[config.mk]
export PLATFORM = sky130hd
export DESIGN_NAME = net_top
export DESIGN_NICKNAME = d
export VERILOG_FILES = /design/src/net_pkg.sv /design/src/net_cfg_arbiter.sv /design/src/net_slice_array.sv /design/src/net_cfg_regs.sv /design/src/net_mem_offset.sv /design/src/net_top.sv
export SDC_FILE = /design/constraint.sdc
export NUM_CORES = 1
export LEC_CHECK = 0
export BUFFER_PORTS_ARGS = -buffer_cell sky130_fd_sc_hd__buf_2
export CORE_AREA = 5 5 185 231
export DETAILED_ROUTE_END_ITERATION = 6
export DIE_AREA = 0 0 190 236
export GPL_ROUTABILITY_DRIVEN = 0
export GPL_TIMING_DRIVEN = 0
export HOLD_SLACK_MARGIN = 0.06
export PLACE_DENSITY = 0.71
export RECOVER_POWER = 100
export SLEW_MARGIN = 20
export SYNTH_ARGS = -nofsm -noshare
export SYNTH_HDL_FRONTEND = slang
export SYNTH_SLANG_ARGS = --single-unit
[constraint.sdc]
create_clock -name aclk -period 3.7 [get_ports aclk]
set_input_delay 0.37 -clock aclk [delete_from_list [all_inputs] [get_ports aclk]]
set_output_delay 0.37 -clock aclk [all_outputs]
set_load 0.02 [all_outputs]
[src/net_pkg.sv]
// Network configuration and memory command package
// Shared widths, opcodes, reset defaults and the configuration data word

package net_pkg;

    // Register stages between the user region and the stack
    localparam int N_REG_NET_S0 = 2;

    localparam int IP_ADDR_BITS  = 32;
    localparam int MAC_ADDR_BITS = 48;
    localparam int MEM_ADDR_BITS = 64;
    localparam int MEM_LEN_BITS  = 28;
    localparam int CFG_OP_BITS   = 2;

    // Configuration stream opcodes
    localparam logic [CFG_OP_BITS-1:0] CFG_OP_SET_IP  = 2'd0;
    localparam logic [CFG_OP_BITS-1:0] CFG_OP_SET_MAC = 2'd1;
    localparam logic [CFG_OP_BITS-1:0] CFG_OP_ARP_LUP = 2'd2;

    // Addresses after reset
    localparam logic [IP_ADDR_BITS-1:0]  DEFAULT_IP_ADDR  = 32'h0A01_D497;
    localparam logic [MAC_ADDR_BITS-1:0] DEFAULT_MAC_ADDR = 48'h0002_B3C4_D5E6;

    // Configuration payload, read as a MAC address or as a padded IP address
    // (the IP view also carries ARP lookup targets)
    typedef union packed {
        logic [MAC_ADDR_BITS-1:0] mac;
        struct packed {
            logic [MAC_ADDR_BITS-IP_ADDR_BITS-1:0] pad;
            logic [IP_ADDR_BITS-1:0]               ip;
        } ip_view;
    } net_cfg_data_u;

endpackage

[src/net_cfg_arbiter.sv]
// Configuration request arbiter
// Merges set IP, set MAC and ARP lookup requests into one opcode-tagged
// stream, fixed priority MAC > IP > ARP, behind a single output register

module net_cfg_arbiter import net_pkg::*; (
    input  logic                     aclk,
    input  logic                     aresetn,

    input  logic                     set_ip_valid,
    input  logic [IP_ADDR_BITS-1:0]  set_ip_addr,
    output logic                     set_ip_ready,

    input  logic                     set_mac_valid,
    input  logic [MAC_ADDR_BITS-1:0] set_mac_addr,
    output logic                     set_mac_ready,

    input  logic                     arp_lup_valid,
    input  logic [IP_ADDR_BITS-1:0]  arp_lup_addr,
    output logic                     arp_lup_ready,

    output logic                     cfg_valid,
    output logic [CFG_OP_BITS-1:0]   cfg_op,
    output net_cfg_data_u            cfg_data,
    input  logic                     cfg_ready
);

    logic                   load_en;
    logic [CFG_OP_BITS-1:0] nxt_op;
    net_cfg_data_u          nxt_data;

    // Output register empty or draining this cycle
    assign load_en = !cfg_valid || cfg_ready;

    // Lower priority channels only see ready when nobody above is pending
    assign set_mac_ready = load_en;
    assign set_ip_ready  = load_en && !set_mac_valid;
    assign arp_lup_ready = load_en && !set_mac_valid && !set_ip_valid;

    always_comb begin
        nxt_op              = CFG_OP_ARP_LUP;
        nxt_data            = '0;
        nxt_data.ip_view.ip = arp_lup_addr;
        if (set_mac_valid) begin
            nxt_op       = CFG_OP_SET_MAC;
            nxt_data.mac = set_mac_addr;
        end else if (set_ip_valid) begin
            nxt_op              = CFG_OP_SET_IP;
            nxt_data.ip_view.ip = set_ip_addr;
        end
    end

    always_ff @(posedge aclk) begin
        if (!aresetn) begin
            cfg_valid <= 1'b0;
        end else if (load_en) begin
            cfg_valid <= set_mac_valid || set_ip_valid || arp_lup_valid;
        end
    end

    always_ff @(posedge aclk) begin
        if (load_en) begin
            cfg_op   <= nxt_op;
            cfg_data <= nxt_data;
        end
    end

endmodule

[src/net_slice_array.sv]
// Register slice chain for the configuration stream
// N_REG_NET_S0 valid/ready stages; an empty stage still accepts, so bubbles close up

module net_slice_array import net_pkg::*; (
    input  logic                   aclk,
    input  logic                   aresetn,

    input  logic                   s_valid,
    input  logic [CFG_OP_BITS-1:0] s_op,
    input  net_cfg_data_u          s_data,
    output logic                   s_ready,

    output logic                   m_valid,
    output logic [CFG_OP_BITS-1:0] m_op,
    output net_cfg_data_u          m_data,
    input  logic                   m_ready
);

    logic                   stg_valid [N_REG_NET_S0];
    logic [CFG_OP_BITS-1:0] stg_op    [N_REG_NET_S0];
    net_cfg_data_u          stg_data  [N_REG_NET_S0];
    logic                   stg_ready [N_REG_NET_S0];

    for (genvar i = 0; i < N_REG_NET_S0; i++) begin : g_stage
        logic                   in_valid;
        logic [CFG_OP_BITS-1:0] in_op;
        net_cfg_data_u          in_data;
        logic                   out_ready;

        if (i == 0) begin : g_head
            assign in_valid = s_valid;
            assign in_op    = s_op;
            assign in_data  = s_data;
        end else begin : g_link
            assign in_valid = stg_valid[i-1];
            assign in_op    = stg_op[i-1];
            assign in_data  = stg_data[i-1];
        end

        if (i == N_REG_NET_S0 - 1) begin : g_tail
            assign out_ready = m_ready;
        end else begin : g_next
            assign out_ready = stg_ready[i+1];
        end

        assign stg_ready[i] = !stg_valid[i] || out_ready;

        always_ff @(posedge aclk) begin
            if (!aresetn) begin
                stg_valid[i] <= 1'b0;
            end else if (stg_ready[i]) begin
                stg_valid[i] <= in_valid;
            end
        end

        always_ff @(posedge aclk) begin
            if (stg_ready[i] && in_valid) begin
                stg_op[i]   <= in_op;
                stg_data[i] <= in_data;
            end
        end
    end

    assign s_ready = stg_ready[0];
    assign m_valid = stg_valid[N_REG_NET_S0-1];
    assign m_op    = stg_op[N_REG_NET_S0-1];
    assign m_data  = stg_data[N_REG_NET_S0-1];

endmodule

[src/net_cfg_regs.sv]
// Network configuration registers
// Holds the current IP and MAC addresses and queues ARP lookups for the stack

module net_cfg_regs import net_pkg::*; (
    input  logic                     aclk,
    input  logic                     aresetn,

    input  logic                     cfg_valid,
    input  logic [CFG_OP_BITS-1:0]   cfg_op,
    input  net_cfg_data_u            cfg_data,
    output logic                     cfg_ready,

    output logic [IP_ADDR_BITS-1:0]  ip_addr,
    output logic [MAC_ADDR_BITS-1:0] mac_addr,

    output logic                     arp_req_valid,
    output logic [IP_ADDR_BITS-1:0]  arp_req_addr,
    input  logic                     arp_req_ready
);

    logic cfg_take;
    logic is_arp;
    logic arp_load;

    assign is_arp = (cfg_op == CFG_OP_ARP_LUP);

    // Address updates never stall, only ARP waits for a free output slot
    assign cfg_ready = !is_arp || !arp_req_valid || arp_req_ready;
    assign cfg_take  = cfg_valid && cfg_ready;
    assign arp_load  = cfg_take && is_arp;

    always_ff @(posedge aclk) begin
        if (!aresetn) begin
            ip_addr  <= DEFAULT_IP_ADDR;
            mac_addr <= DEFAULT_MAC_ADDR;
        end else if (cfg_take) begin
            case (cfg_op)
                CFG_OP_SET_IP:  ip_addr  <= cfg_data.ip_view.ip;
                CFG_OP_SET_MAC: mac_addr <= cfg_data.mac;
                default: ;
            endcase
        end
    end

    // One-entry ARP request register
    always_ff @(posedge aclk) begin
        if (!aresetn) begin
            arp_req_valid <= 1'b0;
        end else if (arp_load) begin
            arp_req_valid <= 1'b1;
        end else if (arp_req_ready) begin
            arp_req_valid <= 1'b0;
        end
    end

    always_ff @(posedge aclk) begin
        if (arp_load) begin
            arp_req_addr <= cfg_data.ip_view.ip;
        end
    end

endmodule

[src/net_mem_offset.sv]
// Memory command offset adder
// Pipelines the DDR base offset and adds it to each stack memory command address

module net_mem_offset import net_pkg::*; (
    input  logic                     aclk,
    input  logic                     aresetn,
    input  logic [MEM_ADDR_BITS-1:0] ddr_offset,

    input  logic                     mem_cmd_valid,
    input  logic [MEM_ADDR_BITS-1:0] mem_cmd_addr,
    input  logic [MEM_LEN_BITS-1:0]  mem_cmd_len,
    output logic                     mem_cmd_ready,

    output logic                     mem_out_valid,
    output logic [MEM_ADDR_BITS-1:0] mem_out_addr,
    output logic [MEM_LEN_BITS-1:0]  mem_out_len,
    input  logic                     mem_out_ready
);

    logic [MEM_ADDR_BITS-1:0] offset_q [N_REG_NET_S0];
    logic                     cmd_take;

    // Offset delay line, same depth as the user-side slicing
    always_ff @(posedge aclk) begin
        offset_q[0] <= ddr_offset;
        for (int i = 1; i < N_REG_NET_S0; i++) begin
            offset_q[i] <= offset_q[i-1];
        end
    end

    assign mem_cmd_ready = !mem_out_valid || mem_out_ready;
    assign cmd_take      = mem_cmd_valid && mem_cmd_ready;

    always_ff @(posedge aclk) begin
        if (!aresetn) begin
            mem_out_valid <= 1'b0;
        end else if (mem_cmd_ready) begin
            mem_out_valid <= mem_cmd_valid;
        end
    end

    // Address wraps modulo 2^64
    always_ff @(posedge aclk) begin
        if (cmd_take) begin
            mem_out_addr <= mem_cmd_addr + offset_q[N_REG_NET_S0-1];
            mem_out_len  <= mem_cmd_len;
        end
    end

endmodule

[src/net_top.sv]
// Network top level
// User configuration path through arbiter, slice chain and config registers,
// plus the memory command path with the DDR offset applied

module net_top import net_pkg::*; (
    input  logic                     aclk,
    input  logic                     aresetn,

    // User configuration
    input  logic                     set_ip_valid,
    input  logic [IP_ADDR_BITS-1:0]  set_ip_addr,
    output logic                     set_ip_ready,
    input  logic                     set_mac_valid,
    input  logic [MAC_ADDR_BITS-1:0] set_mac_addr,
    output logic                     set_mac_ready,
    input  logic                     arp_lup_valid,
    input  logic [IP_ADDR_BITS-1:0]  arp_lup_addr,
    output logic                     arp_lup_ready,

    // Stack side
    output logic                     arp_req_valid,
    output logic [IP_ADDR_BITS-1:0]  arp_req_addr,
    input  logic                     arp_req_ready,
    output logic [IP_ADDR_BITS-1:0]  ip_addr,
    output logic [MAC_ADDR_BITS-1:0] mac_addr,

    // Memory commands
    input  logic [MEM_ADDR_BITS-1:0] ddr_offset,
    input  logic                     mem_cmd_valid,
    input  logic [MEM_ADDR_BITS-1:0] mem_cmd_addr,
    input  logic [MEM_LEN_BITS-1:0]  mem_cmd_len,
    output logic                     mem_cmd_ready,
    output logic                     mem_out_valid,
    output logic [MEM_ADDR_BITS-1:0] mem_out_addr,
    output logic [MEM_LEN_BITS-1:0]  mem_out_len,
    input  logic                     mem_out_ready
);

    // Arbiter to slice chain
    logic                   arb_valid;
    logic                   arb_ready;
    logic [CFG_OP_BITS-1:0] arb_op;
    net_cfg_data_u          arb_data;

    // Slice chain to config registers
    logic                   cfg_valid;
    logic                   cfg_ready;
    logic [CFG_OP_BITS-1:0] cfg_op;
    net_cfg_data_u          cfg_data;

    net_cfg_arbiter u_arbiter (
        .aclk          (aclk),
        .aresetn       (aresetn),
        .set_ip_valid  (set_ip_valid),
        .set_ip_addr   (set_ip_addr),
        .set_ip_ready  (set_ip_ready),
        .set_mac_valid (set_mac_valid),
        .set_mac_addr  (set_mac_addr),
        .set_mac_ready (set_mac_ready),
        .arp_lup_valid (arp_lup_valid),
        .arp_lup_addr  (arp_lup_addr),
        .arp_lup_ready (arp_lup_ready),
        .cfg_valid     (arb_valid),
        .cfg_op        (arb_op),
        .cfg_data      (arb_data),
        .cfg_ready     (arb_ready)
    );

    net_slice_array u_slice_array (
        .aclk    (aclk),
        .aresetn (aresetn),
        .s_valid (arb_valid),
        .s_op    (arb_op),
        .s_data  (arb_data),
        .s_ready (arb_ready),
        .m_valid (cfg_valid),
        .m_op    (cfg_op),
        .m_data  (cfg_data),
        .m_ready (cfg_ready)
    );

    net_cfg_regs u_cfg_regs (
        .aclk          (aclk),
        .aresetn       (aresetn),
        .cfg_valid     (cfg_valid),
        .cfg_op        (cfg_op),
        .cfg_data      (cfg_data),
        .cfg_ready     (cfg_ready),
        .ip_addr       (ip_addr),
        .mac_addr      (mac_addr),
        .arp_req_valid (arp_req_valid),
        .arp_req_addr  (arp_req_addr),
        .arp_req_ready (arp_req_ready)
    );

    net_mem_offset u_mem_offset (
        .aclk          (aclk),
        .aresetn       (aresetn),
        .ddr_offset    (ddr_offset),
        .mem_cmd_valid (mem_cmd_valid),
        .mem_cmd_addr  (mem_cmd_addr),
        .mem_cmd_len   (mem_cmd_len),
        .mem_cmd_ready (mem_cmd_ready),
        .mem_out_valid (mem_out_valid),
        .mem_out_addr  (mem_out_addr),
        .mem_out_len   (mem_out_len),
        .mem_out_ready (mem_out_ready)
    );

endmodule

## Word level (Yosys, flattened, before mapping)

Memories as Yosys holds them, arrays and structs flattened.
Index checks and enable logic that the tools add are counted.
Widths: inputs -> output; s select.

| operators by class | value |
|---|---|
| $add $sub $neg | 1 |
| eq/ne operators | 2 |
| muxes and demuxes | 18 |
| bitwise logic cells | 2 |
| reduce and logical (&&, ||, !) cells | 27 |

Operator list:

| cell | number |
|---|---|
| $add 64x64->64 | 1 |
| $mux 32 | 2 |
| $mux 1 | 15 |
| $logic_not 1->1 | 8 |
| $logic_or 1x1->1 | 8 |
| $logic_and 1x1->1 | 7 |
| $reduce_and 2->1 | 2 |
| $eq 2x1->1 const B | 1 |
| $eq 2x2->1 const B | 1 |
| $logic_not 2->1 | 1 |
| $mux 2 | 1 |
| $or 1x1->1 | 2 |
| $reduce_bool 2->1 | 1 |

| word-level totals | value |
|---|---|
| register bits after elaboration | 257 |
| RAM bits | 230 |
| input bits | 276 |
| output and inout bits | 210 |
| word-level logic and storage cells | 65 |
| memories kept | 4 |

Memories:

| name | depth | width | rd ports | clocked after memory_dff | write ports | line | source |
|---|---|---|---|---|---|---|---|
| u_mem_offset.offset_q | 2 | 64 | 2 | 0 | 2 | net_mem_offset.sv:20 | `logic [MEM_ADDR_BITS-1:0] offset_q [N_REG_NET_S0];` |
| u_slice_array.stg_data | 2 | 48 | 2 | 0 | 2 | net_slice_array.sv:21 | `net_cfg_data_u stg_data [N_REG_NET_S0];` |
| u_slice_array.stg_op | 2 | 2 | 2 | 0 | 2 | net_slice_array.sv:20 | `logic [CFG_OP_BITS-1:0] stg_op [N_REG_NET_S0];` |
| u_slice_array.stg_valid | 2 | 1 | 2 | 0 | 2 | net_slice_array.sv:19 | `logic stg_valid [N_REG_NET_S0];` |

## Depth between registers and ports, before layout

| depth | value |
|---|---|
| word-level depth | 10 |
| mapped depth | 12 |
| mapped depth without buffers | 12 |

## Modules after synthesis

A second synthesis with hierarchy kept.

| unflattened totals | value |
|---|---|
| cell total of the unflattened synthesis | 1453 |
| area total of the unflattened synthesis | 18814.3 um^2 |

By module, submodules not included:

| module | instances | cells each | area an instance (um^2) | seq. area each (um^2) |
|---|---|---|---|---|
| net_mem_offset | 1 | 788 | 9061.2 | 5345.1 |
| net_cfg_regs | 1 | 374 | 4266.6 | 2582.5 |
| net_slice_array | 1 | 109 | 3113.0 | 3052.9 |
| net_cfg_arbiter | 1 | 182 | 2373.5 | 1521.5 |

## Worst setup path after synthesis

OpenSTA, ideal clock, no wires.

| timing | value |
|---|---|
| path type | register to register |
| start point | memory u_slice_array.stg_op[1][1] (netlist: u_slice_array.stg_op[0][3]) |
| end point | memory u_slice_array.stg_data[0][48] (netlist name) (enable) |
| library setup time | 0.464 ns |
| data arrival time | 2.873 ns |
| required time | 3.236 ns |
| setup slack | 0.363 ns |
| stages on the path, launching flop included | 4 |
| path buffers | 0 |
| clock period less this slack | 3.337 ns |
| path through | edfxtp_1 -> nand3b_1 -> nor2_1 -> nor2b_1 |

RTL lines:

| element | line |
|---|---|
| start: declaration | net_slice_array.sv:20 |
| end: declaration | net_slice_array.sv:21 |

==> out/qor.yml <==
outcome:
  status: "finished with violations"
  violations: "max-capacitance violations, max-slew violations"
clock_tree:
  h-tree-depth: 2
  cts_buffers: 46
  cts-root-buf: "clkbuf_16"
  cts.path.max_buffers: 3
  clk_pin_slew_ns: 0.06
  cts.sinks: 487
  clock_latency_ns: 0.56
  cts_tree: "built"
synthesis:
  synth_fp_nets: 1779
  synth.most_common_cell: "edfxtp_1"
  syn-cell-area_um2: 18300
  synth_area_leaders: "edfxtp_1, dfxtp_1, nand2_1"
  avgSynthCellArea_um2: 12.7
  yosysWarnings: 0
  ys_seq_area_share_pct: 68.4
  synth_edf_count: 275
  ys_ff_latch: 487
  yosys.area.top_type: "edfxtp_1"
  netlist-cell-type-count: 60
  synth_ff_type: "edfxtp_1"
  postSynthCellCount: 1439
  yosysTopAreaCellShare_pct: 45.2
  synthArstFlopShare_pct: 0
  ys_top_cells_by_count: "edfxtp_1, nand2_1, dfxtp_1"
timing:
  finalCritPeriodShare_pct: 94.8
  fin_tns_setup_ns: 0
  grt_setup_unrepaired: "false"
  drv_slew: 129
  max_freq_mhz: 285
  hold_viol_final: 0
  finalSetupViolations: 0
  whs_ns: 0.101
  period_needed_ns: 3.51
  tightest_slew_ns: 2.44
  fin_worst_skew_ns: 0.0165
  setup_ws_ns: 0.192
  relSlewSlack_pct: -62.3
grt:
  overflow: 0
  antenna_found_initial: 5
  gr-usage-met3_pct: 4.21
  grt_use_met1_pct: 25.7
  grt_pass1_vias: 13900
  busiest_layer: "met2"
  gr-usage-all-layers_pct: 21.9
  grt_pass1_wl_mm: 76.5
  grt_max_degree: 52
  grtUsageMet2_pct: 39.6
cells_and_area:
  finalNonFillerCells: 2655
  nets: 2409
  final_cell_area_um2: 23600
  post-route-util_pct: 58.8
  area_growth_pct: 29.1
  drive_gt1_share_pct: 17.1
floorplan:
  dieArea_um2: 44800
  core-area_um2: 40100
  initial_utilization_pct: 45.5
  die_x_um: 190
  io-pin-count: 486
  dieHeight_um: 236
  rows: 82
drt:
  route.vias.total: 13500
  post-route-drc-count: 0
  drtIter0Drc: 937
  routed_via_density: 5.09
  antenna_left: 0
  dr.pass1.iters: 7
  wirelength_mm: 50.8
  route.detailed.wl_per_inst_um: 19.1
place:
  dp_slack_ns: -0.268
  dpl_cell_area_um2: 21500
  dp_hpwl_mm: 37.6
  dp.cells: 2473
  port_buffers: 483
setup_path:
  cp-end-kind: "register"
  crit_arrival_ns: 3.80
  reg2reg_to: "u_mem_offset.mem_out_addr[62]$_DFFE_PP_"
  crit_type: "reg2reg"
  r2r_start: "u_mem_offset.offset_q[0][64]$_DFF_P_"
  reg2reg_depth: 12
  critPathLaunchType: "register"
  reg2reg_slack_ns: 0.19
  cp.required_ns: 3.99
  worstPathMaxFanout: 4
hold_path:
  min_path_cells: 2
  hold_end: "u_arbiter.cfg_data[32]$_SDFFCE_PN0N_"
  holdCritStartpoint: "set_mac_addr[32]"
  min_path_type: "in2reg"
power:
  p_total_mw: 12.2
  p_per_area_nw_per_um2: 517
  p_leak_nw: 9.41
  ir_drop_v: 0.000469
job:
  maxCapViolations: 3
## critical path, stage by stage (launching register included)
cell and delay, ns:
dfxtp_1 0.32, ha_1 0.22, fa_1 0.45, a211oi_2 0.27
o21ai_2 0.13, o2111a_1 0.32, o311ai_2 0.40, nand3b_1 0.23
a21oi_2 0.28, o21ai_0 0.14, a21oi_2 0.21, o21ai_0 0.12
xor2_1 0.15
## where the power goes
part	total, mW	internal, mW	switching (mW)
registers	6.15	6.05	0.0939
logic	1.45	0.550	0.899
clock network	4.61	2.57	2.04
## registers in the layout, summed over array words and instances, names as in the netlist, 2 cells and up
signal and cells:
u_arbiter.cfg_data 48, u_arbiter.cfg_op 2, u_cfg_regs.arp_req_addr 32, u_cfg_regs.ip_addr 32, u_cfg_regs.mac_addr 48, u_mem_offset.mem_out_addr 64
u_mem_offset.mem_out_len 28, u_mem_offset.offset_q 128, u_slice_array.stg_data 96, u_slice_array.stg_op 4, u_slice_array.stg_valid 2
## cells by family after synthesis
logic type / count (synthesis) / share of synthesized area [%]
AOI/OAI and AO/OA: 303 / 10.8
xor gates and xnor gates: 60 / 2.88
adders and majority gates: 64 / 4.42
buffers and inverters: 77 / 1.58
DFF: 487 / 68.4
muxes: 32 / 1.75
and+or+nand+nor: 416 / 10.1
## how the worst max path moves through the flow
stage                                         startpoint                                       to  depth (start not counted)
floorplan           u_slice_array.stg_op[0][3]$_DFFE_PP_  u_slice_array.stg_data[0][48]$_DFFE_PP_                          3
global placement                           arp_req_ready  u_slice_array.stg_data[0][55]$_DFFE_PP_                          4
detailed placement                       mem_cmd_addr[0]  u_mem_offset.mem_out_addr[62]$_DFFE_PP_                         13
CTS                 u_mem_offset.offset_q[0][64]$_DFF_P_  u_mem_offset.mem_out_addr[62]$_DFFE_PP_                         12
global route        u_mem_offset.offset_q[0][78]$_DFF_P_  u_mem_offset.mem_out_addr[57]$_DFFE_PP_                         11
finish              u_mem_offset.offset_q[0][64]$_DFF_P_  u_mem_offset.mem_out_addr[62]$_DFFE_PP_                         12
## cell type report
type / instances / area (um2)
tap: 546 / 683
inverter: 17 / 63.8
fill: 3299 / 16500
buffer: 60 / 225
sequential: 487 / 12500
timing repair buffer: 582 / 3120
clock inverter: 23 / 193
multi-input combinational: 875 / 5500
antenna: 2 / 5.00
clock buffer: 63 / 1300
## layout by cell type, fill, tap and decap left out, types with 23 or more instances in the layout
cell type and n:
a21boi_0 54, a21o_1 28, a21oi_1 79, buf_2 262, clkbuf_1 295, clkbuf_16 48
dfxtp_1 212, dlygate4sd3_1 93, edfxtp_1 275, ha_1 63, mux2i_1 32, nand2_1 243
nand3_1 45, nor2_1 42, o21ai_0 72, xnor2_1 37, xor2_1 23
## routing by layer
layer  wire length (um)  share of wire (%)  vias up
met5                 13              0.026        -
met4               2020                4.0        2
met3               3590                7.1      117
met2              26100                 51      606
met1              19100                 38     6376
li1                   -                  -     6422
## what timing repair did
| action | in CTS | in global routing |
|---|---|---|
| setup endpoints to repair | 1 | 5 |
| pin swaps | 0 | 1 |
| buffers inserted | 0 | 1 |
| hold buffers | 93 | 0 |
| gates resized for setup | 1 | 6 |
| gates cloned | 0 | 0 |
| endpoints found under the hold margin | 93 | 0 |
Power figures use the tool's default switching activity.
